**config.mk**
```make
export PLATFORM = sky130hd
export DESIGN_NAME = beat_counter_flat
export DESIGN_NICKNAME = d
export VERILOG_FILES = /design/src/verilog/mem_agent_pkg.sv /design/src/verilog/agent_ifs.sv /design/src/verilog/beat_counter.sv /design/src/flat_wrapper.sv
export SDC_FILE = /design/constraint.sdc
export NUM_CORES = 1
export LEC_CHECK = 0
export BUFFER_PORTS_ARGS = -buffer_cell sky130_fd_sc_hd__buf_2
export CORE_MARGIN = 2
export CORE_UTILIZATION = 50
export CTS_BUF_LIST = sky130_fd_sc_hd__clkbuf_4
export CTS_CLUSTER_SIZE = 12
export DETAILED_ROUTE_END_ITERATION = 8
export GPL_TIMING_DRIVEN = 0
export PLACE_DENSITY = 0.77
export SLEW_MARGIN = 25
export SYNTH_ARGS = -nofsm -noshare
export SYNTH_HDL_FRONTEND = slang
export SYNTH_SLANG_ARGS = --single-unit
```
**constraint.sdc**
```tcl
create_clock -name clk -period 3.8 [get_ports clk]
set_input_delay 0.38 -clock clk [delete_from_list [all_inputs] [get_ports clk]]
set_output_delay 0.38 -clock clk [all_outputs]
set_load 0.005 [all_outputs]
```
**src/verilog/mem_agent_pkg.sv**
```systemverilog
// Package: widths, memory types, opcodes, atomic codes, FSM states, command union, helpers
`default_nettype none

package mem_agent_pkg;

   // ####################
   // Widths and sizes
   // ####################
   localparam int aw         = 32;
   localparam int cw         = 32;
   localparam int req_dw     = 256;               // 32 request bytes
   localparam int mem_dw     = 64;
   localparam int ram_words  = 64;
   localparam int word_aw    = $clog2(ram_words); // Address bits 8..3
   localparam int word_bytes = mem_dw / 8;
   localparam int lane_w     = $clog2(word_bytes); // Address bits 2..0
   localparam int req_ow     = $clog2(req_dw / 8); // Byte offset into request data
   localparam int bcnt_w     = 16;                 // Byte counts and offsets

   typedef logic [aw-1:0]     addr_t;
   typedef logic [mem_dw-1:0] mem_word_t;
   typedef logic [req_dw-1:0] req_data_t;
   typedef logic [7:0]        byte_mask_t;

   // Request and response opcodes
   localparam logic [4:0] op_read       = 5'd1;
   localparam logic [4:0] op_resp_read  = 5'd2;
   localparam logic [4:0] op_write      = 5'd3;
   localparam logic [4:0] op_resp_write = 5'd4;
   localparam logic [4:0] op_atomic     = 5'd9;

   // Agent FSM states
   localparam logic [2:0] st_idle      = 3'd0;
   localparam logic [2:0] st_access    = 3'd1;
   localparam logic [2:0] st_read_wait = 3'd2;
   localparam logic [2:0] st_rmw       = 3'd3;
   localparam logic [2:0] st_respond   = 3'd4;

   typedef enum logic [7:0] {
      at_add  = 8'd0,
      at_and  = 8'd1,
      at_or   = 8'd2,
      at_xor  = 8'd3,
      at_max  = 8'd4, // Signed
      at_min  = 8'd5,
      at_maxu = 8'd6, // Unsigned
      at_minu = 8'd7,
      at_swap = 8'd8
   } atype_e;

   // ####################
   // Command word
   // ####################
   typedef union packed {
      struct packed {
         logic [cw-17:0] rsvd;
         logic [7:0]     len;    // Beats minus one at the given size
         logic [2:0]     size;
         logic [4:0]     opcode;
      } xfer;
      struct packed {
         logic [cw-17:0] rsvd;
         atype_e         atype;  // Shares the len field
         logic [2:0]     size;
         logic [4:0]     opcode;
      } amo;
   } cmd_u;

   // Total bytes of a read or write
   function automatic logic [bcnt_w-1:0] xfer_bytes(cmd_u cmd);
      return (bcnt_w'(cmd.xfer.len) + bcnt_w'(1)) << cmd.xfer.size;
   endfunction

   function automatic cmd_u make_resp_cmd(logic [4:0] opcode, logic [lane_w:0] count);
      cmd_u resp;
      resp             = '0;
      resp.xfer.opcode = opcode;
      resp.xfer.size   = 3'd0; // Byte granularity
      resp.xfer.len    = 8'(count) - 8'd1;
      return resp;
   endfunction

endpackage

`default_nettype wire

```
**src/verilog/agent_ifs.sv**
```systemverilog
// Interfaces beat_if (beat sequencing) and mem_if (SRAM access), with modports
`timescale 1ns/1ps
`default_nettype none

interface beat_if;
   import mem_agent_pkg::*;

   logic              load;        // Start of a request
   addr_t             start_addr;
   logic [bcnt_w-1:0] total_bytes;
   logic              step;        // Current beat finished
   addr_t             addr;        // Current beat address
   logic [lane_w:0]   beat_bytes;  // 1 to 8
   logic [bcnt_w-1:0] offset;      // Bytes already done
   logic              last;

   modport user (output load, start_addr, total_bytes, step,
                 input  addr, beat_bytes, offset, last);
   modport counter (input  load, start_addr, total_bytes, step,
                    output addr, beat_bytes, offset, last);
endinterface


`default_nettype wire

```
**src/verilog/beat_counter.sv**
```systemverilog
// Module beat_counter: splits a request into beats inside one memory word
`timescale 1ns/1ps
`default_nettype none

module beat_counter (
   input logic     clk,
   input logic     nreset,
   beat_if.counter beat
);
   import mem_agent_pkg::*;

   addr_t             cur_addr;
   logic [bcnt_w-1:0] remaining;
   logic [bcnt_w-1:0] offset;
   logic [lane_w:0]   to_boundary;
   logic [lane_w:0]   beat_bytes;

   // Distance to the next 8-byte boundary
   assign to_boundary = word_bytes[lane_w:0] - {1'b0, cur_addr[lane_w-1:0]};

   assign beat_bytes = (remaining < bcnt_w'(to_boundary)) ? remaining[lane_w:0] : to_boundary;

   always_ff @(posedge clk or negedge nreset) begin
      if (!nreset) begin
         cur_addr  <= '0;
         remaining <= '0;
         offset    <= '0;
      end else if (beat.load) begin
         cur_addr  <= beat.start_addr;
         remaining <= beat.total_bytes;
         offset    <= '0;
      end else if (beat.step) begin
         cur_addr  <= cur_addr + aw'(beat_bytes);
         offset    <= offset + bcnt_w'(beat_bytes);
         remaining <= remaining - bcnt_w'(beat_bytes);
      end
   end

   assign beat.addr       = cur_addr;
   assign beat.beat_bytes = beat_bytes;
   assign beat.offset     = offset;
   assign beat.last       = (remaining == bcnt_w'(beat_bytes)); // Final beat of request

   // ####################
   // Checks
   // ####################
   a_beat_size: assert property (@(posedge clk) disable iff (!nreset)
      remaining != '0 |-> beat_bytes >= 1 && beat_bytes <= word_bytes);

   // FSM must not step past the end of a request
   a_step_live: assert property (@(posedge clk) disable iff (!nreset)
      beat.step |-> remaining != '0);

endmodule

`default_nettype wire

```
**src/flat_wrapper.sv**
```systemverilog
// flat-port wrapper written by rule: the top's interface ports become plain ports
module beat_counter_flat import mem_agent_pkg::*;
  (clk, nreset, beat_load, beat_start_addr, beat_total_bytes, beat_step, beat_addr, beat_beat_bytes, beat_offset, beat_last);
  beat_if beat_i ();
  input logic clk;
  input logic nreset;
  input wire logic [$bits(beat_i.load)-1:0] beat_load;
  input wire logic [$bits(beat_i.start_addr)-1:0] beat_start_addr;
  input wire logic [$bits(beat_i.total_bytes)-1:0] beat_total_bytes;
  input wire logic [$bits(beat_i.step)-1:0] beat_step;
  output wire logic [$bits(beat_i.addr)-1:0] beat_addr;
  output wire logic [$bits(beat_i.beat_bytes)-1:0] beat_beat_bytes;
  output wire logic [$bits(beat_i.offset)-1:0] beat_offset;
  output wire logic [$bits(beat_i.last)-1:0] beat_last;
  assign beat_i.load = beat_load;
  assign beat_i.start_addr = beat_start_addr;
  assign beat_i.total_bytes = beat_total_bytes;
  assign beat_i.step = beat_step;
  assign beat_addr = beat_i.addr;
  assign beat_beat_bytes = beat_i.beat_bytes;
  assign beat_offset = beat_i.offset;
  assign beat_last = beat_i.last;
  beat_counter u_core (.clk(clk), .nreset(nreset), .beat(beat_i));
endmodule
```
Yosys cells after proc, flatten, opt, wreduce, memory -nomap -nowiden:

Index checks and enable logic that the tools add are counted.

* output and inout bits: 53
* register bits after elaboration: 64
* logic and storage cells: 17
* input port bits: 52

* eq/ne operators: 1
* reductions and logical operators: 1
* magnitude comparators: 1
* add/sub/neg operators: 4
* mux-type cells: 7

Operators by type and width (count)
* $mux W16: 4
* $mux W32: 2
* $add A32 B4 Y32: 1
* $add A16 B4 Y16: 1
* $eq A16 B4 Y1: 1
* $lt A16 B4 Y1: 1
* $sub A16 B4 Y16: 1
* $mux W4: 1
* $sub A4 B3 Y4 const A: 1
* $reduce_bool A2 Y1: 1

Depth between registers and ports, before layout:

* word-level depth: 6
* mapped depth: 17
* mapped depth without buffers: 16

Least setup slack after synthesis:

OpenSTA, ideal clock, no wires.

* path type: reg2reg
* start point: reg u_core.cur_addr[0], in the netlist u_core.beat.addr[0]
* end point: reg u_core.cur_addr[10], in the netlist u_core.beat.addr[10]
* clock period less this slack: 4161 ps
* stages on the path, launching flop included: 18
* setup time: 125 ps
* data required time: 3675 ps
* buffers on the path: 1
* data arrival time: 4036 ps
* path slack: -361 ps
* cell sequence: dfrtp_1 -> inv_1 -> ha_1 -> inv_1 -> ha_1 -> a21o_1 -> a21o_1 -> a211oi_4 -> mux2i_1 -> ha_1 -> inv_1 -> fa_1 -> nand2b_1 -> a21oi_1 -> clkbuf_1 -> nand3_1 -> xnor2_1 -> mux2_2

* word-level cells in the longest chain between the ends: 6

RTL lines
* start, declared: RTL line beat_counter.sv:12 `addr_t cur_addr;`
* start signal, assigned: RTL line beat_counter.sv:29 `cur_addr <= beat.start_addr;`
* start signal, assigned: RTL line beat_counter.sv:33 `cur_addr <= cur_addr + aw'(beat_bytes);`
* $sub A4 B3 Y4 *: RTL line beat_counter.sv:19 `assign to_boundary = word_bytes[lane_w:0] - {1'b0, cur_addr[lane_w-1:0]};`
* $lt A16 B4 Y1: RTL line beat_counter.sv:21 `assign beat_bytes = (remaining < bcnt_w'(to_boundary)) ? remaining[lane_w:0] : to_boundary;`
* $mux W4 *: RTL line beat_counter.sv:21
* net beat_beat_bytes[0]: RTL line flat_wrapper.sv:12 `output wire logic [$bits(beat_i.beat_bytes)-1:0] beat_beat_bytes;`
* $add A32 B4 Y32 *: RTL line beat_counter.sv:33
* $mux W32 *: RTL line beat_counter.sv:32 `end else if (beat.step) begin`
* $mux W32 *: RTL line beat_counter.sv:28 `end else if (beat.load) begin`

The timed path passes the listed nets; every way through them passes the cells marked *. The select of a mux whose other input is x is not followed.
A chain may end at the register's enable or synchronous reset.

Worst setup path in the final report:

* start point: reg u_core.cur_addr[1], in the netlist u_core.beat.addr[1]
* end point: reg u_core.cur_addr[10], in the netlist u_core.beat.addr[10]

* word-level cells in the longest chain between the ends: 6

RTL lines (RTL line)
* $sub A4 B3 Y4: beat_counter.sv:19
* $lt A16 B4 Y1: beat_counter.sv:21
* $mux W4: beat_counter.sv:21
* $add A32 B4 Y32 *: beat_counter.sv:33
* $mux W32 *: beat_counter.sv:32
* $mux W32 *: beat_counter.sv:28

Every way passes the cells marked *; elsewhere a longest branch is shown, timed or not. The select of a mux whose other input is x is not followed.

==> out/results.txt <==
worst reg2reg path depth: 18
PD cells: 549 nW/um^2
Worst Path Buf+Inv: 5
total CTS buffers: 9
grt ovf: 0
clk sink count: 64
cells after synthesis: 442
WL per Instance: 18.1 um
routed wire length: 12600 um
crit-path cells: inv_2, ha_4, xnor2_4, inv_1, ha_1, a21o_1, a211oi_4, buf_12, mux2i_4, ha_4, inv_2, fa_2, nand2b_4, a21oi_4, buf_8, nand3_2, xnor2_1, mux2_4
row cnt: 32
layout cell share with drive strength beyond 1: 35.3%
Final Skew: 13.0 ps
vias in the first global route: 3846
Avg Cell Area, Syn: 9.04 um^2
status: complete, but fails checks
Final HPWL DP: 7880 um
gpl congestion: 0.837
Finished Cell Area: 5400 um^2
Hold Crit Class: primary input to register
multi-input combinational cell area: 2550 um^2
initial DRC count: 310
clock-pin slew on the worst setup and hold paths: 120 ps
CTS tree: yes
Slew headroom: 46.5%
initial antenna violation count: 0
# diodes: 0
nets: 661
CP max stage cell: dfrtp_1
endpoints failing setup: 2
die height: 93.4 um
vias per inst: 5.91
YS warnings: 0
pre-CTS WS: -450 ps
count of state elements after synthesis: 64
largest net degree at the start of global routing: 50
PortBufs: 104
Max stage delay on crit path: 420 ps
Die Wd: 93.4 um
drt drc: 0
drt pass-1 iters: 5
CORE AREA: 7730 um^2
first-pass GRT wire length: 18700 um
RSZ-0062 raised after global routing: true
worst skew pair latency: 420 ps
DIE AREA: 8720 um^2
Netlist cell types: 49
CP max FO: 5
Antenna Violating Nets Remaining: 0
Layout area overhead: 35.1%
Initial Util: 51.7%
register area: 1600 um^2
hold path cells: 3
gr usage total: 27.5%
Leakage Power: 2.38 nW
crit end category: register
# Max-Cap Violations: 0
Clock Root Buffer: clkbuf_4
post-synthesis cell area: 4000 um^2
placed inst area: 4750 um^2
H-Tree Depth: 3
crit start category: register
Levels on crit path: 18
clk buf depth: 2
Hold Violations, Final: 0
Post-Syn Nets: 513
Fillers: 600
FMAX: 0.262 GHz
crit path DAT: 4150 ps
crit share post-route: 101%
crit path time final: 3820 ps
setup ws final: -23.5 ps
Crit Path Class: register to register
worst slew pin tran: 795 ps
VDD IR-drop max: 237 uV
setup slack, reg-to-reg: -20 ps
Required @ worst endpoint: 4120 ps
num ports: 105
post-synthesis sequential area ratio: 40.1%
Vias: 4117
Max Transition Viols Final: 0
CP top delay family: adder cells
failing checks: setup timing
[synth_stat cells, drive strengths merged]
cell | n | area share, %
o311ai | 3 | 0.66
a211oi | 6 | 1.4
inv | 19 | 1.8
a2bb2oi | 1 | 0.22
o21bai | 1 | 0.19
nand4b | 3 | 0.66
dfrtp | 64 | 40
or4 | 7 | 1.4
o31ai | 6 | 1.1
a2111oi | 1 | 0.22
or3 | 9 | 1.4
o22a | 1 | 0.22
o211ai | 2 | 0.38
a21oi | 14 | 1.8
xor2 | 27 | 5.9
a21o | 5 | 0.94
nand2 | 49 | 4.6
nor3 | 10 | 1.8
o22ai | 1 | 0.16
nand3b | 2 | 0.47
and4 | 2 | 0.44
xnor2 | 11 | 2.4
and2 | 1 | 0.16
buf | 3 | 0.31
nand2b | 2 | 0.31
o21a | 2 | 0.38
nor2b | 6 | 0.94
and3 | 7 | 1.1
fa | 3 | 1.5
o41ai | 3 | 0.66
nand4 | 16 | 2.5
or4b | 1 | 0.25
a31oi | 10 | 1.6
nand3 | 18 | 2.3
nor4 | 1 | 0.31
o21ai | 44 | 5.5
clkbuf | 17 | 1.6
mux2i | 10 | 2.5
ha | 16 | 5.0
or2 | 2 | 0.31
nor2 | 31 | 2.9
mux2 | 5 | 1.6
[state kept, by name, summed over array words and instances (netlist names)]
name / cells
u_core.remaining: 16
u_core.beat.addr: 32
u_core.beat.offset: 16
[tightest hold or removal path, delay by kind of cell]
family                 cells  cell delay (ps)
buffers and inverters      1               80
and+or+nand+nor            2               90
[metal layers]
metal	up-vias	global-route usage (%)	routed length [um]
met3	28	5.56	1030
met2	202	45.0	6200
met5	-	0	0
li1	1880	-	-
met1	2007	35.9	5130
met4	0	10.9	248
[path summary, 6_finish.rpt]
kind,from,end
hold / removal,beat_total_bytes[5],u_core.remaining[5]
max in group asynchronous,nreset,u_core.remaining[4]
min in group asynchronous,nreset,u_core.beat.addr[7]
setup / recovery,u_core.beat.addr[1],u_core.beat.addr[10]
hold reg to reg,u_core.beat.offset[3],u_core.beat.offset[3]
setup reg to reg,u_core.beat.addr[1],u_core.beat.addr[10]
[stage by stage]
step	power (W)	utilization, %	std cells	setup TNS, ps	hold WS, ps
final	0.00296	69.8	697	-26.4	152
after global routing	0.00312	69.8	697	-1800	149
after CTS	0.00264	66.1	683	-5.43	137
after detailed placement	0.00205	61.5	649	-12540	269
after global placement	0.00199	61.1	648	-6320	528
after floorplan	0.00171	-	442	-12.0	84.4
[report_power, final]
part           total (W)  leakage (nW)  switching (W)  internal (W)
clock           0.000405        0.0678       0.000262      0.000143
combinational    0.00164          1.52       0.000856      0.000787
sequential      0.000912         0.790       0.000139      0.000773
total            0.00296          2.38        0.00126       0.00170
[cell families after synthesis]
logic type | Yosys count | share of synthesized area (%)
xor+xnor | 38 | 8.33
mux | 15 | 4.10
compound gates | 100 | 15.4
buf+inv | 39 | 3.70
fa+ha+maj | 19 | 6.51
flops | 64 | 40.1
simple gates | 167 | 21.9
[what timing repair did]
action,CTS,global route
hold endpoints to repair,15,0
pin swaps,9,22
buffers inserted,16,14
endpoints found under the setup margin,54,47
gates resized for setup,22,46
cloned,1,0
hold buffers,1,0
[final cells by class]
class	instances	area share, %
Sequential cell	64	29.7
Tap cell	102	2.36
Inverter	19	1.41
Clock buffer	11	1.53
Multi-Input combinational cell	339	47.3
Clock inverter	5	0.441
Timing Repair Buffer	137	15.4
Buffer	20	1.76
[placed cells by master, fill, tap and decap left out, types with 7 or more instances in the layout]
cell / netlist / layout
a21oi_1: 14 / 10
a31oi_1: 10 / 10
and3_1: 7 / 7
buf_2: 1 / 104
buf_4: 0 / 27
clkbuf_1: 17 / 14
clkbuf_4: 0 / 12
dfrtp_1: 64 / 63
ha_1: 16 / 9
inv_1: 18 / 13
mux2i_1: 10 / 7
nand2_1: 49 / 49
nand3_1: 18 / 12
nand4_1: 16 / 16
nor2_1: 31 / 31
nor3_1: 8 / 7
o21ai_0: 44 / 33
o21ai_1: 0 / 9
or3_1: 9 / 8
xnor2_1: 11 / 9
xor2_1: 27 / 27
Note: power is estimated with default switching activity, not from simulation.
