==> src/verilog/mem_agent_pkg.sv <==
// Package: widths, memory types, opcodes, atomic codes, FSM states, command union, helpers
`default_nettype none

package mem_agent_pkg;

   // ####################
   // Widths and sizes
   // ####################
   localparam int aw         = 32;
   localparam int cw         = 32;
   localparam int req_dw     = 256;               // 32 request bytes
   localparam int mem_dw     = 64;
   localparam int ram_words  = 64;
   localparam int word_aw    = $clog2(ram_words); // Address bits 8..3
   localparam int word_bytes = mem_dw / 8;
   localparam int lane_w     = $clog2(word_bytes); // Address bits 2..0
   localparam int req_ow     = $clog2(req_dw / 8); // Byte offset into request data
   localparam int bcnt_w     = 16;                 // Byte counts and offsets

   typedef logic [aw-1:0]     addr_t;
   typedef logic [mem_dw-1:0] mem_word_t;
   typedef logic [req_dw-1:0] req_data_t;
   typedef logic [7:0]        byte_mask_t;

   // Request and response opcodes
   localparam logic [4:0] op_read       = 5'd1;
   localparam logic [4:0] op_resp_read  = 5'd2;
   localparam logic [4:0] op_write      = 5'd3;
   localparam logic [4:0] op_resp_write = 5'd4;
   localparam logic [4:0] op_atomic     = 5'd9;

   // Agent FSM states
   localparam logic [2:0] st_idle      = 3'd0;
   localparam logic [2:0] st_access    = 3'd1;
   localparam logic [2:0] st_read_wait = 3'd2;
   localparam logic [2:0] st_rmw       = 3'd3;
   localparam logic [2:0] st_respond   = 3'd4;

   typedef enum logic [7:0] {
      at_add  = 8'd0,
      at_and  = 8'd1,
      at_or   = 8'd2,
      at_xor  = 8'd3,
      at_max  = 8'd4, // Signed
      at_min  = 8'd5,
      at_maxu = 8'd6, // Unsigned
      at_minu = 8'd7,
      at_swap = 8'd8
   } atype_e;

   // ####################
   // Command word
   // ####################
   typedef union packed {
      struct packed {
         logic [cw-17:0] rsvd;
         logic [7:0]     len;    // Beats minus one at the given size
         logic [2:0]     size;
         logic [4:0]     opcode;
      } xfer;
      struct packed {
         logic [cw-17:0] rsvd;
         atype_e         atype;  // Shares the len field
         logic [2:0]     size;
         logic [4:0]     opcode;
      } amo;
   } cmd_u;

   // Total bytes of a read or write
   function automatic logic [bcnt_w-1:0] xfer_bytes(cmd_u cmd);
      return (bcnt_w'(cmd.xfer.len) + bcnt_w'(1)) << cmd.xfer.size;
   endfunction

   function automatic cmd_u make_resp_cmd(logic [4:0] opcode, logic [lane_w:0] count);
      cmd_u resp;
      resp             = '0;
      resp.xfer.opcode = opcode;
      resp.xfer.size   = 3'd0; // Byte granularity
      resp.xfer.len    = 8'(count) - 8'd1;
      return resp;
   endfunction

endpackage

`default_nettype wire

==> src/verilog/agent_ifs.sv <==
// Interfaces beat_if (beat sequencing) and mem_if (SRAM access), with modports
`timescale 1ns/1ps
`default_nettype none

interface beat_if;
   import mem_agent_pkg::*;

   logic              load;        // Start of a request
   addr_t             start_addr;
   logic [bcnt_w-1:0] total_bytes;
   logic              step;        // Current beat finished
   addr_t             addr;        // Current beat address
   logic [lane_w:0]   beat_bytes;  // 1 to 8
   logic [bcnt_w-1:0] offset;      // Bytes already done
   logic              last;

   modport user (output load, start_addr, total_bytes, step,
                 input  addr, beat_bytes, offset, last);
   modport counter (input  load, start_addr, total_bytes, step,
                    output addr, beat_bytes, offset, last);
endinterface


`default_nettype wire

==> src/verilog/agent_fsm.sv <==
// Module agent_fsm: request capture, beat sequencing, atomic cycles, response handshake
`timescale 1ns/1ps
`default_nettype none

module agent_fsm (
   input  logic                     clk,
   input  logic                     nreset,
   input  logic                     req_valid,
   input  mem_agent_pkg::cmd_u      req_cmd,
   input  mem_agent_pkg::addr_t     req_dstaddr,
   input  mem_agent_pkg::addr_t     req_srcaddr,
   input  mem_agent_pkg::req_data_t req_data,
   output logic                     req_ready,
   output logic                     resp_valid,
   output mem_agent_pkg::cmd_u      resp_cmd,
   output mem_agent_pkg::addr_t     resp_dstaddr,
   output mem_agent_pkg::addr_t     resp_srcaddr,
   output mem_agent_pkg::mem_word_t resp_data,
   input  logic                     resp_ready,
   input  mem_agent_pkg::mem_word_t rd_aligned,
   input  mem_agent_pkg::mem_word_t amo_result,
   output logic                     access,
   output logic                     rmw_write,
   output mem_agent_pkg::mem_word_t amo_operand,
   output mem_agent_pkg::atype_e    amo_type,
   output logic [2:0]               amo_size,
   output mem_agent_pkg::req_data_t wr_data,
   beat_if.user                     beat
);
   import mem_agent_pkg::*;

   logic [2:0] state;
   cmd_u       cmd_r;
   addr_t      srcaddr_r;
   req_data_t  data_r;
   logic       is_write;
   logic       is_atomic;

   assign is_write  = (cmd_r.xfer.opcode == op_write);
   assign is_atomic = (cmd_r.amo.opcode == op_atomic);

   // ####################
   // Request side
   // ####################
   assign req_ready        = (state == st_idle);
   assign beat.load        = req_valid && req_ready;
   assign beat.start_addr  = req_dstaddr;
   assign beat.total_bytes = (req_cmd.amo.opcode == op_atomic) ?
                             (bcnt_w'(1) << req_cmd.amo.size) : xfer_bytes(req_cmd);
   assign beat.step        = (state == st_respond) && resp_ready;

   // Strobes and operands for the datapath
   assign access      = (state == st_access) && is_write; // Store of a write beat
   assign rmw_write   = (state == st_rmw);                // Atomic write-back
   assign amo_operand = data_r[mem_dw-1:0];
   assign amo_type    = cmd_r.amo.atype;
   assign amo_size    = cmd_r.amo.size;
   assign wr_data     = data_r;

   always_ff @(posedge clk or negedge nreset) begin
      if (!nreset) begin
         state      <= st_idle;
         resp_valid <= 1'b0;
      end else begin
         case (state)
            st_idle: begin
               if (beat.load) state <= st_access;
            end
            st_access: state <= st_read_wait; // SRAM read or write this cycle
            st_read_wait: begin
               state      <= is_atomic ? st_rmw : st_respond;
               resp_valid <= !is_atomic;
            end
            st_rmw: begin
               state      <= st_respond;
               resp_valid <= 1'b1;
            end
            st_respond: begin
               if (resp_ready) begin
                  resp_valid <= 1'b0;
                  state      <= beat.last ? st_idle : st_access;
               end
            end
            default: state <= st_idle;
         endcase
      end
   end

   // Request capture and response fields
   always_ff @(posedge clk) begin
      if (beat.load) begin
         cmd_r     <= req_cmd;
         srcaddr_r <= req_srcaddr;
         data_r    <= req_data;
      end
      if (state == st_read_wait) begin // Old value also kept here for atomics
         resp_cmd     <= make_resp_cmd(is_write ? op_resp_write : op_resp_read,
                                       beat.beat_bytes);
         resp_dstaddr <= srcaddr_r + aw'(beat.offset);
         resp_srcaddr <= beat.addr;
         resp_data    <= is_write ? '0 : rd_aligned;
      end
   end

   // ####################
   // Checks
   // ####################
   a_resp_hold: assert property (@(posedge clk) disable iff (!nreset)
      resp_valid && !resp_ready |=> resp_valid && $stable(resp_cmd) &&
         $stable(resp_dstaddr) && $stable(resp_srcaddr) && $stable(resp_data));

endmodule

`default_nettype wire

==> src/flat_wrapper.sv <==
// flat-port wrapper written by rule: the top's interface ports become plain ports
module agent_fsm_flat import mem_agent_pkg::*;
  (clk, nreset, req_valid, req_cmd, req_dstaddr, req_srcaddr, req_data, req_ready, resp_valid, resp_cmd, resp_dstaddr, resp_srcaddr, resp_data, resp_ready, rd_aligned, amo_result, access, rmw_write, amo_operand, amo_type, amo_size, wr_data, beat_load, beat_start_addr, beat_total_bytes, beat_step, beat_addr, beat_beat_bytes, beat_offset, beat_last);
  beat_if beat_i ();
  input  logic clk;
  input  logic nreset;
  input  logic req_valid;
  input  mem_agent_pkg::cmd_u req_cmd;
  input  mem_agent_pkg::addr_t req_dstaddr;
  input  mem_agent_pkg::addr_t req_srcaddr;
  input  mem_agent_pkg::req_data_t req_data;
  output logic req_ready;
  output logic resp_valid;
  output mem_agent_pkg::cmd_u resp_cmd;
  output mem_agent_pkg::addr_t resp_dstaddr;
  output mem_agent_pkg::addr_t resp_srcaddr;
  output mem_agent_pkg::mem_word_t resp_data;
  input  logic resp_ready;
  input  mem_agent_pkg::mem_word_t rd_aligned;
  input  mem_agent_pkg::mem_word_t amo_result;
  output logic access;
  output logic rmw_write;
  output mem_agent_pkg::mem_word_t amo_operand;
  output mem_agent_pkg::atype_e amo_type;
  output logic [2:0] amo_size;
  output mem_agent_pkg::req_data_t wr_data;
  output wire logic [$bits(beat_i.load)-1:0] beat_load;
  output wire logic [$bits(beat_i.start_addr)-1:0] beat_start_addr;
  output wire logic [$bits(beat_i.total_bytes)-1:0] beat_total_bytes;
  output wire logic [$bits(beat_i.step)-1:0] beat_step;
  input wire logic [$bits(beat_i.addr)-1:0] beat_addr;
  input wire logic [$bits(beat_i.beat_bytes)-1:0] beat_beat_bytes;
  input wire logic [$bits(beat_i.offset)-1:0] beat_offset;
  input wire logic [$bits(beat_i.last)-1:0] beat_last;
  assign beat_load = beat_i.load;
  assign beat_start_addr = beat_i.start_addr;
  assign beat_total_bytes = beat_i.total_bytes;
  assign beat_step = beat_i.step;
  assign beat_i.addr = beat_addr;
  assign beat_i.beat_bytes = beat_beat_bytes;
  assign beat_i.offset = beat_offset;
  assign beat_i.last = beat_last;
  agent_fsm u_core (.clk(clk), .nreset(nreset), .req_valid(req_valid), .req_cmd(req_cmd), .req_dstaddr(req_dstaddr), .req_srcaddr(req_srcaddr), .req_data(req_data), .req_ready(req_ready), .resp_valid(resp_valid), .resp_cmd(resp_cmd), .resp_dstaddr(resp_dstaddr), .resp_srcaddr(resp_srcaddr), .resp_data(resp_data), .resp_ready(resp_ready), .rd_aligned(rd_aligned), .amo_result(amo_result), .access(access), .rmw_write(rmw_write), .amo_operand(amo_operand), .amo_type(amo_type), .amo_size(amo_size), .wr_data(wr_data), .beat(beat_i));
endmodule
==> config.mk <==
export PLATFORM = sky130hd
export DESIGN_NAME = agent_fsm_flat
export DESIGN_NICKNAME = d
export VERILOG_FILES = /design/src/verilog/mem_agent_pkg.sv /design/src/verilog/agent_ifs.sv /design/src/verilog/agent_fsm.sv /design/src/flat_wrapper.sv
export SDC_FILE = /design/constraint.sdc
export NUM_CORES = 1
export LEC_CHECK = 0
export ABC_AREA = 1
export ABC_CLOCK_PERIOD_IN_PS = 13700
export BUFFER_PORTS_ARGS = -buffer_cell sky130_fd_sc_hd__buf_4
export CAP_MARGIN = 0
export CORE_AREA = 10 10 408 410
export DETAILED_ROUTE_END_ITERATION = 8
export DIE_AREA = 0 0 418 420
export PLACE_DENSITY = 0.36
export SYNTH_ARGS = -nofsm -noshare
export SYNTH_HDL_FRONTEND = slang
export SYNTH_SLANG_ARGS = --single-unit
==> constraint.sdc <==
create_clock -name clk -period 13.7 [get_ports clk]
set_clock_uncertainty 0.05 [all_clocks]
set_input_delay 0.685 -clock clk [delete_from_list [all_inputs] [get_ports clk]]
set_output_delay 0.685 -clock clk [all_outputs]
set_load 0.01 [all_outputs]
# After elaboration in Yosys (flattened, before gate mapping)
# Cells that the tools add are included.
dict set report classes {
  add_sub_neg 3
  n_mul 0
  div_mod_pow 0
  n_lt_le_gt_ge 0
  eq_ne 9
  n_shift 2
  muxes 9
  n_bitwise 0
  reduce_logical 8
}
# op count
set op_table {}
lappend op_table {{32-bit by 16-bit adder with 32-bit output} 1}
lappend op_table {{16-bit 2-to-1 mux} 1}
lappend op_table {{1-bit by 3-bit left shift with 16-bit output, first input constant} 1}
lappend op_table {{9-bit by 3-bit left shift with 16-bit output} 1}
lappend op_table {{3-bit one-hot mux with 5 select lines} 1}
lappend op_table {{3-bit 2-to-1 mux} 4}
lappend op_table {{5-bit by 4-bit == test with 1-bit output, second input constant} 2}
lappend op_table {{8-bit by 1-bit adder with 9-bit output, second input constant} 1}
lappend op_table {{3-bit by 2-bit == test with 1-bit output, second input constant} 2}
lappend op_table {{5-bit by 2-bit == test with 1-bit output, second input constant} 1}
lappend op_table {{4-bit by 1-bit subtractor with 5-bit output, second input constant} 1}
lappend op_table {{2-bit != test, second input constant} 2}
lappend op_table {{2-bit AND reduction} 2}
lappend op_table {{3-bit by 1-bit == test with 1-bit output, second input constant} 1}
lappend op_table {{3-bit == test, second input constant} 1}
lappend op_table {{1-bit logical AND} 3}
lappend op_table {{3-bit zero test} 1}
lappend op_table {{1-bit one-hot mux with 3 select lines} 1}
lappend op_table {{3-bit nonzero test} 1}
lappend op_table {{1-bit 2-to-1 mux} 2}
lappend op_table {{1-bit zero test} 1}
dict set report totals {
  regBits 449
  latch_bits 0
  ramBits 0
  rom_bits 0
  elab_cells 40
  mem_count 0
}

# Depth between registers and ports, before layout
# Gate-level depths: netlist of the first run.
dict set report depth {
  word_depth 4
  ltp_mapped 12
  depth_no_buf 12
}

# Least setup slack after synthesis of the first run
# OpenSTA, ideal clock, no wires.
dict set report synth_path {
  kind {register -> register}
  from {register u_core.state[0]}
  to {register u_core.cmd_r[0] in the netlist's numbering, enable pin}
  setup_ns 0.981
  arrival_ns 13.357
  required_ns 12.669
  path_slack_ns -0.687
  stages_incl_launch_ff 4
  synth_period_minus_slack_ns 14.387
  cell_sequence {dfrtp_1 -> nor2_1 -> nand2_1 -> nor2_1}
}
dict set report synth_between {
  elab_chain_cells 2
}
# element line_no
set synth_rtl {}
lappend synth_rtl {{start, declared} agent_fsm.sv:32} ;# logic [2:0] state;
lappend synth_rtl {{start signal, assigned} agent_fsm.sv:62} ;# state <= st_idle;
lappend synth_rtl {{start signal, assigned} agent_fsm.sv:67} ;# if (beat.load) state <= st_access;
lappend synth_rtl {{start signal, assigned} agent_fsm.sv:69} ;# st_access: state <= st_read_wait;
lappend synth_rtl {{3-bit zero test} agent_fsm.sv:45} ;# assign req_ready = (state == st_idle);
lappend synth_rtl {{1-bit logical AND} agent_fsm.sv:46} ;# assign beat.load = req_valid && req_ready;
lappend synth_rtl {{via beat_load} flat_wrapper.sv:27} ;# output wire logic [$bits(beat_i.load)-1:0] beat_load;
lappend synth_rtl {{end signal, assigned} agent_fsm.sv:92} ;# cmd_r <= req_cmd;
lappend synth_rtl {{end, declared} agent_fsm.sv:33} ;# cmd_u cmd_r;
# The timed path passes the listed nets, and every way through them passes these cells.
# A chain may end at the register's enable or synchronous reset.

# Worst setup path after layout of the first run
dict set report layout_path {
  from {register u_core.state[0]}
  to {output beat_load}
}
dict set report layout_between {
  elab_chain_cells 2
}
# element line_no
set layout_rtl {}
lappend layout_rtl {{3-bit zero test} agent_fsm.sv:45}
lappend layout_rtl {{1-bit logical AND} agent_fsm.sv:46}
lappend layout_rtl {{end, declared} flat_wrapper.sv:27}
# No other way between the ends.

==> results.txt, run 1 <==
----------------------------------------------------
[Die]
  Chip Height ... 420 um
  Core Rows ... 146
  Horiz. Die Dim ... 418 um
  Total die area ... 0.176 mm^2
  Initial core utilization ... 11.0%
  Floorplan core area ... 0.158 mm^2
  IO Count ... 1082

[Routing]
  Post-DR vias/cell ... 3.01
  Total via count in the routed design ... 12700
  DRT antenna net count ... 0
  First-pass DRT Iterations ... 5
  First DRT Iteration DRCs ... 765
  Routed wirelength normalized by instance count ... 24.8 um
  Total DRC errors in the routed layout ... 0
  Detailed-route wire length ... 105000 um

[Synthesis]
  Count of cell types in the netlist ... 34
  Cell count after synthesis ... 1232
  Register area share after synthesis ... 76.9%
  Syn Std Cell Area ... 0.0173 mm^2
  Yosys Warn Count ... 0
  Syn_area_per_cell ... 14.0 um^2
  Number of flip-flops and latches in the synthesized netlist ... 443

[Worst setup path]
  Critical path startpoint category ... flop
  Kind of critical path ... flop to output port
  Cell chain of the critical path ... nor2_1, nand2_1, nor2_4, buf_12, buf_4
  Required time at the endpoint of the critical path ... 12.97 ns
  Crit path largest cell delay ... 0.49 ns
  Critical path data arrival time ... 2.54 ns
  Crit path capture type ... output port
  Critical path peak fanout ... 142
  Cell at the slowest stage of the critical path ... sky130_fd_sc_hd__buf_12

[Layout]
  Number of nets in the layout ... 2649
  Final cell utilization of the core ... 17.8%
  Area growth from synthesis to layout ... 62.2%
  Proportion of layout cells with a drive suffix above 1 ... 48.6%

[Global routing]
  GRT Total Usage ... 11.2%
  First-pass GRT wire length ... 131000 um
  Gr ovfl total ... 0
  Antenna violations before repair ... 35
  Via count of the first global-routing pass ... 13100
  Pin count of the biggest net entering global routing ... 143

[Power and ir drop]
  Power density over the cells ... 178 mW/mm^2
  Leakage power summed over all cells ... 11.7 nW
  Power, Total ... 4.98 mW
  VDD IR max ... 0.0000988 V

[Clock network]
  Max Root-Sink Buffers ... 3
  Count of clock tree sinks ... 443
  Setup Buffers After CTS ... 0
  CTS clk-pin slew, worst paths ... 0.07 ns
  Root buffer selected by CTS ... sky130_fd_sc_hd__clkbuf_16
  Latest clock arrival within the worst-skew pair ... 0.66 ns
  Clock tree from TritonCTS ... yes
  CTS buffer count ... 61
  H-tree lvl count ... 2

[STA]
  RSZ-0062 raised after global routing ... false
  Max-Slew Margin vs Limit ... 30.7%
  Crit path time final ... 3.28 ns
  Period utilisation layout ... 23.9%
  Fmax ... 305 MHz
  Final setup violation count ... 0
  Worst-case setup margin in the final layout ... 10.42 ns
  Setup total negative slack ... 0 ns
  Transition time at the pin with the least slew margin ... 1.04 ns
  Number of hold violations in the final report ... 0
  Fin Hold WS ... 0.131 ns
  Max-slew violation count ... 0

[Placed design]
  Final HPWL from detailed placement ... 87600 um
  Total of buffers placed on input and output ports ... 915
  Dpl ws ... 10.76 ns
  Final weighted congestion in routability-driven placement ... 0.821

[Job]
  Number of max-cap violations ... 0

[Worst hold path]
  Worst hold-check path type ... input pin to flop

[Status]
  Outcome ... completed

----------------------------------------------------
## flip-flops by register name (all words and copies together) (netlist names)
signal and cells:
u_core.cmd_r 16, u_core.resp_data 64, u_core.resp_srcaddr 32, u_core.state 3, u_core.srcaddr_r 32, u_core.wr_data 256, u_core.resp_valid 1, u_core.resp_dstaddr 32
u_core.resp_cmd 7
## power by group
part	internal [mW]	switching (mW)
combinational	0.462	0.724
clock	1.05	0.674
sequential	1.89	0.182
total	3.40	1.58
## synthesized netlist by cell type, drive strengths merged
master  number  area share, %
edfxtp     439             76
nand2      214            4.7
inv        157            3.4
buf        141            6.0
nor2       118            2.7
nand3       64            1.9
ha          18            1.3
xor2        15           0.76
nand4       13           0.47
nor3        13           0.59
a21oi        9           0.26
clkbuf       5           0.11
o21ai        5           0.14
dfrtp        4           0.58
or2          4           0.14
o21bai       3           0.13
and2         2          0.087
nand3b       2          0.087
xnor2        2           0.10
conb         1          0.022
fa           1           0.12
nor4         1          0.036
o211ai       1          0.043
## what timing repair did
action / 4_1_cts / 5_1_grt
hold buffers: 1 / 0
gates resized for setup: 0 / 0
endpoints found under the hold margin: 4 / 0
setup endpoints to repair: 0 / 0
## layer usage
metal	GRT usage, %	vias up	share of wire [%]
met2	17.5	590	47
met3	6.20	145	12
met5	0	-	0.079
met4	3.36	14	2.4
li1	-	5785	-
met1	12.9	6192	39
## cells by family (layout without fill, tap and decap cells)
group,count (synthesis),after routing,share of synthesized area (%)
flops,443,443,76.9
simple gates,431,431,10.7
buf+inv,303,1194,9.53
fa+ha+maj,19,19,1.42
compound gates,18,18,0.579
xor+xnor,17,17,0.862
other cells,1,36,0.0217
## worst paths after layout
kind | cells after the start | slack [ns] | end | start
max in group asynchronous | 2 | 13.13 | u_core.state[1]$_DFFE_PN0P_ | nreset
max reg2reg | 5 | 10.81 | u_core.wr_data[119]$_DFFE_PP_ | u_core.state[0]$_DFFE_PN0P_
min in group asynchronous | 2 | 0.37 | u_core.state[2]$_DFFE_PN0P_ | nreset
max | 5 | 10.42 | beat_load | u_core.state[0]$_DFFE_PN0P_
min | 1 | 0.13 | u_core.wr_data[250]$_DFFE_PP_ | req_data[250]
min reg2reg | 2 | 0.49 | u_core.state[2]$_DFFE_PN0P_ | u_core.state[2]$_DFFE_PN0P_
## area by class of cell
cell class / count / area, um^2
diodes: 14 / 35.0
clock buffers: 77 / 1610
clock inverters: 37 / 523
fillers: 17600 / 130000
inverters: 157 / 589
multi-input cells: 507 / 2450
flip-flops and latches: 443 / 13300
well taps: 2072 / 2590
repair buffers: 923 / 6960
## critical path, delay by kind of cell, from the launching register on
family	cells	cell delay (ns)
flip-flops	1	0.45
buffers and inverters	2	0.75
AND/OR/NAND/NOR	3	0.48
## stage by stage
stage,instances,area [um^2]
2_1_floorplan,1253,17400
3_3_place_gp,4101,25900
3_5_place_dp,4101,25900
4_1_cts,4216,28000
5_1_grt,4222,28000
6_report,4230,28000
## cells in the final DEF (no fill, tap or decap), types with 3 or more instances in the layout
| cell | instances |
|---|---|
| sky130_fd_sc_hd__inv_2 | 8 |
| sky130_fd_sc_hd__bufinv_16 | 12 |
| sky130_fd_sc_hd__dfrtp_1 | 4 |
| sky130_fd_sc_hd__clkinv_1 | 10 |
| sky130_fd_sc_hd__buf_4 | 920 |
| sky130_fd_sc_hd__a21oi_1 | 9 |
| sky130_fd_sc_hd__nand2_1 | 209 |
| sky130_fd_sc_hd__nor3_2 | 5 |
| sky130_fd_sc_hd__nor2_1 | 109 |
| sky130_fd_sc_hd__o21ai_0 | 4 |
| sky130_fd_sc_hd__nand2_2 | 5 |
| sky130_fd_sc_hd__conb_1 | 22 |
| sky130_fd_sc_hd__nand3_1 | 62 |
| sky130_fd_sc_hd__clkbuf_1 | 15 |
| sky130_fd_sc_hd__or2_1 | 3 |
| sky130_fd_sc_hd__o21bai_1 | 3 |
| sky130_fd_sc_hd__xor2_1 | 15 |
| sky130_fd_sc_hd__nor2_2 | 6 |
| sky130_fd_sc_hd__inv_1 | 149 |
| sky130_fd_sc_hd__clkinvlp_4 | 5 |
| sky130_fd_sc_hd__edfxtp_1 | 439 |
| sky130_fd_sc_hd__nand4_1 | 13 |
| sky130_fd_sc_hd__clkbuf_16 | 62 |
| sky130_fd_sc_hd__nor3_1 | 7 |
| sky130_fd_sc_hd__ha_1 | 18 |
| sky130_fd_sc_hd__diode_2 | 14 |
| sky130_fd_sc_hd__nor2_4 | 3 |
| sky130_fd_sc_hd__clkinv_2 | 5 |
(Power assumes the default switching activity.)
==> run 2: changes to the inputs <==
--- a/config.mk
+++ b/config.mk
@@ -6,13 +6,13 @@
 export NUM_CORES = 1
 export LEC_CHECK = 0
 export ABC_AREA = 1
-export ABC_CLOCK_PERIOD_IN_PS = 13700
+export ABC_CLOCK_PERIOD_IN_PS = 3200
 export BUFFER_PORTS_ARGS = -buffer_cell sky130_fd_sc_hd__buf_4
 export CAP_MARGIN = 0
 export CORE_AREA = 10 10 408 410
 export DETAILED_ROUTE_END_ITERATION = 8
 export DIE_AREA = 0 0 418 420
-export PLACE_DENSITY = 0.36
+export PLACE_DENSITY = 0.35
 export SYNTH_ARGS = -nofsm -noshare
 export SYNTH_HDL_FRONTEND = slang
 export SYNTH_SLANG_ARGS = --single-unit
==> constraint.sdc (replaced) <==
create_clock -name clk -period 3.2 [get_ports clk]
set_clock_uncertainty 0.05 [all_clocks]
set_input_delay 0.16 -clock clk [delete_from_list [all_inputs] [get_ports clk]]
set_output_delay 0.16 -clock clk [all_outputs]
set_load 0.01 [all_outputs]
==> run 2 against run 1 <==
Final area rose by 15%; critical path depth rose by 1; die area did not move; clock-buffer cell count fell by 8; global-route usage rose by 0.66 points; combinational power rose to 4.9 times the previous value; total power rose to 4.3 times the previous value; sequential power rose to 4.3 times the previous value; first-iteration DRC count rose by 12%; largest power group unchanged; highest routed layer unchanged.
==> results.txt, run 2 (synthesized netlist as in run 1, its figures left out) <==
----------------------------------------------------
[Worst setup path]
  Category of cells accounting for the largest share of critical-path delay ... buffers and inverters
  Critical register-to-register path startpoint ... u_core.srcaddr_r[0]$_DFFE_PP_
  Critical path data arrival time ... 2.40 ns
  Cell at the slowest stage of the critical path ... sky130_fd_sc_hd__dfrtp_1
  Crit path largest cell delay ... 0.45 ns
  Slack of the worst reg-to-reg path ... 0.99 ns
  Crit path capture type ... output port
  Most Frequent Cell on Critical Path ... sky130_fd_sc_hd__buf_4
  Critical path startpoint category ... flop
  Critical path startpoint ... u_core.state[0]$_DFFE_PN0P_
  Critical path peak fanout ... 23
  Cell chain of the critical path ... nor2_2, nand2_2, nor2_4, buf_12, buf_4, buf_4
  Kind of critical path ... flop to output port
  Critical path buffer and inverter count ... 3
  Required time at the endpoint of the critical path ... 2.99 ns

[Clock network]
  Latest clock arrival within the worst-skew pair ... 0.68 ns
  Clock tree from TritonCTS ... yes
  H-tree lvl count ... 2
  CTS buffer count ... 60
  Setup Buffers After CTS ... 0
  CTS clk-pin slew, worst paths ... 0.06 ns
  Count of clock tree sinks ... 443
  Root buffer selected by CTS ... sky130_fd_sc_hd__clkbuf_16
  Max Root-Sink Buffers ... 3

[STA]
  Period utilisation layout ... 81.6%
  Transition time at the pin with the least slew margin ... 0.675 ns
  Max-slew violation count ... 0
  Fmax ... 383 MHz
  Number of hold violations in the final report ... 0
  Max-Slew Margin vs Limit ... 55.0%
  Final setup violation count ... 0
  Crit path time final ... 2.61 ns
  RSZ-0062 raised after global routing ... false

[Routing]
  Routed wirelength normalized by instance count ... 23.7 um
  Detailed-route wire length ... 110000 um
  Met3 WL post-DR ... 12200 um
  First-pass DRT Iterations ... 4
  Total via count in the routed design ... 14500
  DRT antenna net count ... 0
  Total DRC errors in the routed layout ... 0
  Met2 wire len ... 52600 um
  Metal-1 WL ... 42100 um
  Post-DR vias/cell ... 3.12
  Uppermost metal layer occupied by signal nets ... met5
  First DRT Iteration DRCs ... 854

[Layout]
  Non-Filler Cell Area, Final ... 0.0322 mm^2
  Final cell utilization of the core ... 20.4%
  Commonest non-fill, non-tap cell in the layout ... sky130_fd_sc_hd__buf_4
  Count of filler cells inserted in the layout ... 17300
  Area growth from synthesis to layout ... 86.2%
  Most frequent cells in the layout ... sky130_fd_sc_hd__buf_4 (917), sky130_fd_sc_hd__edfxtp_1 (439), sky130_fd_sc_hd__dlygate4sd3_1 (427)
  Number of nets in the layout ... 3077
  Proportion of layout cells with a drive suffix above 1 ... 40.7%
  Largest register FFs ... 256

[Die]
  Total die area ... 0.176 mm^2
  Floorplan core area ... 0.158 mm^2
  Horiz. Die Dim ... 418 um
  Core Rows ... 146
  Initial core utilization ... 11.0%
  Chip Height ... 420 um
  IO Count ... 1082

[Placed design]
  Post-DP Area ... 0.0260 mm^2
  Final HPWL from detailed placement ... 90300 um
  Total of buffers placed on input and output ports ... 915
  Final weighted congestion in routability-driven placement ... 0.838

[Global routing]
  Gr ovfl total ... 0
  GRT Total Usage ... 11.8%
  Via count of the first global-routing pass ... 15300
  First-pass GRT wire length ... 141000 um
  Pin count of the biggest net entering global routing ... 85
  Antenna violations before repair ... 33

[Power and ir drop]
  Sw Share ... 33.3%
  Clock Power Share ... 31.8%
  Power density over the cells ... 667 mW/mm^2
  Sequential share of power ... 41.2%
  Internal power ... 14.3 mW
  Power, Total ... 21.5 mW
  Switch Pwr ... 7.14 mW
  Leakage power summed over all cells ... 13.4 nW
  VDD IR max ... 0.000415 V
  Combinational Power Share ... 27.0%

[Worst hold path]
  Beginning of the worst hold path ... beat_offset[11]
  Worst hold-check path type ... input pin to flop

[Status]
  Outcome ... completed

[Job]
  Number of max-cap violations ... 0

----------------------------------------------------
run 2: path summary, 6_finish.rpt:
kind                                                           to  cells after the start
worst min register to register        u_core.state[2]$_DFFE_PN0P_                      2
worst max-delay path                                    beat_load                      6
worst max register to register  u_core.resp_dstaddr[22]$_DFFE_PN_                     12
worst min-delay path            u_core.resp_dstaddr[11]$_DFFE_PN_                      3
max in group asynchronous             u_core.state[1]$_DFFE_PN0P_                      3
min in group asynchronous             u_core.state[0]$_DFFE_PN0P_                      3
run 2: stage by stage:
step	cells	hold WS [ns]	TNS [ns]	setup WS, ns
floorplan	1253	-0.186	-940.20	-2.45
finish	4650	0.122	0	0.590
detailed placement	4104	-0.0849	0	0.990
global placement	4104	-0.0839	0	0.976
CTS	4643	0.0386	0	0.484
global route	4649	0.0694	0	0.449
run 2: cell type report:
| type | count | area [um^2] | area share [%] |
|---|---|---|---|
| diodes | 7 | 17.5 | 0.0544 |
| clock buffers | 69 | 1540 | 4.77 |
| clock inverters | 43 | 388 | 1.21 |
| inverters | 157 | 589 | 1.83 |
| multi-input cells | 507 | 2450 | 7.62 |
| flip-flops and latches | 443 | 13300 | 41.3 |
| well taps | 2072 | 2590 | 8.06 |
| repair buffers | 1352 | 11300 | 35.2 |
run 2: what timing repair did:
action	CTS	global route
hold buffers	427	0
hold endpoints to repair	441	0
gates resized for setup	0	0
endpoints found under the setup margin	0	0
run 2: layer usage:
layer,global-route usage (%),vias up
li1,-,6617
met1,13.3,7045
met2,19.4,668
met3,6.04,172
met4,3.68,2
met5,0,-
run 2: tightest hold or removal path, stage by stage:
cell and delay, ns:
sky130_fd_sc_hd__buf_4 0.08, sky130_fd_sc_hd__ha_1 0.29, sky130_fd_sc_hd__xor2_1 0.13
run 2: power groups by stage:
stage	clock network [mW]	registers (mW)	logic [mW]
final	6.82	8.85	5.80
after global routing	7.34	8.95	6.30
after CTS	7.17	8.85	6.02
after detailed placement	0	8.92	5.48
after global placement	0	8.95	5.52
after floorplan	0	9.23	1.65
==> run 3: changes to the inputs <==
--- a/config.mk
+++ b/config.mk
@@ -6,7 +6,7 @@
 export NUM_CORES = 1
 export LEC_CHECK = 0
 export ABC_AREA = 1
-export ABC_CLOCK_PERIOD_IN_PS = 3200
+export ABC_CLOCK_PERIOD_IN_PS = 2420
 export BUFFER_PORTS_ARGS = -buffer_cell sky130_fd_sc_hd__buf_4
 export CAP_MARGIN = 0
 export CORE_AREA = 10 10 408 410
==> constraint.sdc (replaced) <==
create_clock -name clk -period 2.42 [get_ports clk]
set_clock_uncertainty 0.05 [all_clocks]
set_input_delay 0.121 -clock clk [delete_from_list [all_inputs] [get_ports clk]]
set_output_delay 0.121 -clock clk [all_outputs]
set_load 0.01 [all_outputs]
==> run 3 against run 2 <==
Total power grew 34%; combinational power up 36%; setup slack got worse by 0.38 ns; sequential share of layout area is 0.29 points lower; wire length is 2.5% higher; highest routed layer unchanged.
==> results.txt, run 3 (synthesized netlist as in run 1, its figures left out) <==
----------------------------------------------------
[Routing]
  Post-DR vias/cell ... 3.14
  Routed wirelength normalized by instance count ... 24.2 um
  Total via count in the routed design ... 14600
  DRT antenna net count ... 0
  Detailed-route wire length ... 113000 um
  First-pass DRT Iterations ... 5
  First DRT Iteration DRCs ... 786
  Total DRC errors in the routed layout ... 0

[STA]
  Crit path time final ... 2.21 ns
  Number of hold violations in the final report ... 0
  Transition time at the pin with the least slew margin ... 0.527 ns
  Fmax ... 452 MHz
  Period utilisation layout ... 91.3%
  Final setup violation count ... 0
  Max-Slew Margin vs Limit ... 64.5%
  Max-slew violation count ... 0
  Fin Hold WS ... 0.115 ns

[Worst hold path]
  Worst hold-check path type ... input pin to flop

[Power and ir drop]
  Clock Power Share ... 31.9%
  Power density over the cells ... 889 mW/mm^2
  Leakage power summed over all cells ... 13.5 nW
  Combinational Power Share ... 27.4%
  Internal power ... 19.4 mW
  Sw Share ... 32.7%
  Sequential share of power ... 40.7%
  Switch Pwr ... 9.42 mW
  VDD IR max ... 0.000529 V

[Clock network]
  CTS buffer count ... 61
  H-tree lvl count ... 2
  Clock tree from TritonCTS ... yes
  Count of clock tree sinks ... 443
  Latest clock arrival within the worst-skew pair ... 0.67 ns
  Max Root-Sink Buffers ... 3
  CTS clk-pin slew, worst paths ... 0.06 ns
  Root buffer selected by CTS ... sky130_fd_sc_hd__clkbuf_16

[Worst setup path]
  Critical path peak fanout ... 5
  Critical path data arrival time ... 2.04 ns
  Crit path capture type ... output port
  Required time at the endpoint of the critical path ... 2.25 ns
  Critical path startpoint category ... input pin
  Kind of critical path ... input pin to output port

[Layout]
  Area growth from synthesis to layout ... 87.5%
  Count of filler cells inserted in the layout ... 17300
  Fin cells ... 4660
  Proportion of layout cells with a drive suffix above 1 ... 41.1%
  Number of nets in the layout ... 3089
  Most frequent cells in the layout ... sky130_fd_sc_hd__buf_4 (924), sky130_fd_sc_hd__edfxtp_1 (439), sky130_fd_sc_hd__dlygate4sd3_1 (425)
  Largest register FFs ... 256
  Commonest non-fill, non-tap cell in the layout ... sky130_fd_sc_hd__buf_4
  Non-Filler Cell Area, Final ... 0.0324 mm^2

[Global routing]
  Met1 global-route usage ... 13.9%
  First-pass GRT wire length ... 144000 um
  GRT Total Usage ... 12.1%
  Via count of the first global-routing pass ... 15700
  Met3 usage ... 5.89%
  Pin count of the biggest net entering global routing ... 73
  Antenna violations before repair ... 48
  Busiest metal layer after global routing ... met2
  GRT met2 Usage ... 19.9%
  Gr ovfl total ... 0

[Placed design]
  Final HPWL from detailed placement ... 93200 um
  Post-DP Area ... 0.0261 mm^2
  Total of buffers placed on input and output ports ... 915
  Number of placed cells counting well taps ... 4115
  Final weighted congestion in routability-driven placement ... 0.836

[Die]
  Chip Height ... 420 um
  IO Count ... 1082
  Floorplan core area ... 0.158 mm^2
  Total die area ... 0.176 mm^2
  Core Rows ... 146
  Horiz. Die Dim ... 418 um
  Initial core utilization ... 11.0%

[Job]
  Number of max-cap violations ... 0

[Status]
  Outcome ... completed

----------------------------------------------------
[run 3: final timing paths]
path / startpoint / endpoint / slack [ns] / depth (start not counted)
max: req_cmd[9] / beat_total_bytes[9] / 0.21 / 12
min: req_data[60] / u_core.wr_data[60]$_DFFE_PP_ / 0.12 / 2
max reg2reg: u_core.srcaddr_r[0]$_DFFE_PP_ / u_core.resp_dstaddr[28]$_DFFE_PN_ / 0.23 / 11
min reg2reg: u_core.state[2]$_DFFE_PN0P_ / u_core.state[2]$_DFFE_PN0P_ / 0.48 / 2
max in group asynchronous: nreset / u_core.resp_valid$_DFFE_PN0P_ / 1.75 / 3
min in group asynchronous: nreset / u_core.state[1]$_DFFE_PN0P_ / 0.39 / 3
[run 3: per-stage QoR]
| stage | utilization [%] | power, mW | setup WS (ns) | TNS, ns |
|---|---|---|---|---|
| 2_1_floorplan | - | 14.3 | -3.23 | -1284.92 |
| 4_1_cts | 20.5 | 29.5 | 0.0175 | 0 |
| 3_3_place_gp | 16.5 | 19.3 | 0.205 | 0 |
| 3_5_place_dp | 16.5 | 19.3 | 0.215 | 0 |
| 6_report | 20.5 | 28.8 | 0.210 | 0 |
| 5_1_grt | 20.5 | 30.4 | -0.00376 | -0.00376 |
[run 3: final cells by class]
| type | count | area, um^2 | area share, % |
|---|---|---|---|
| Sequential cell | 443 | 13300 | 41.0 |
| Timing Repair Buffer | 1363 | 11500 | 35.4 |
| Tap cell | 2072 | 2590 | 8.00 |
| Multi-Input combinational cell | 507 | 2460 | 7.58 |
| Clock buffer | 71 | 1590 | 4.89 |
| Inverter | 157 | 589 | 1.82 |
| Clock inverter | 40 | 402 | 1.24 |
| Antenna cell | 7 | 17.5 | 0.0541 |
[run 3: per-layer routing]
| layer | wire length, um | vias to the layer above | share of wire, % |
|---|---|---|---|
| met4 | 3020 | 10 | 2.7 |
| li1 | - | 6652 | - |
| met2 | 54100 | 655 | 48 |
| met3 | 11800 | 179 | 10 |
| met5 | 62 | - | 0.055 |
| met1 | 43800 | 7120 | 39 |
[run 3: critical path, stage by stage]
cell and delay (ns):
sky130_fd_sc_hd__dlygate4sd3_1 0.54, sky130_fd_sc_hd__buf_4 0.18, sky130_fd_sc_hd__ha_1 0.17, sky130_fd_sc_hd__nand2_1 0.13, sky130_fd_sc_hd__nor2_1 0.17, sky130_fd_sc_hd__nand2_1 0.06
sky130_fd_sc_hd__nand2_1 0.08, sky130_fd_sc_hd__nand4_1 0.11, sky130_fd_sc_hd__nand3_1 0.13, sky130_fd_sc_hd__nand3_1 0.11, sky130_fd_sc_hd__nand2_1 0.11, sky130_fd_sc_hd__buf_4 0.13
[run 3: power groups by stage]
stage / Sequential, mW / Clock, mW / Combinational, mW
floorplan: 12.2 / 0 / 2.14
global placement: 11.9 / 0 / 7.48
detailed placement: 11.8 / 0 / 7.43
CTS: 11.7 / 9.68 / 8.11
global route: 11.8 / 9.93 / 8.61
finish: 11.7 / 9.20 / 7.91
[run 3: timing repair]
action | in CTS | in global routing
endpoints found under the hold margin | 449 | 0
setup endpoints to repair | 1 | 2
gates cloned | 0 | 1
pin swaps | 0 | 1
buffers inserted | 0 | 2
hold buffers | 425 | 0
gates resized for setup | 0 | 1
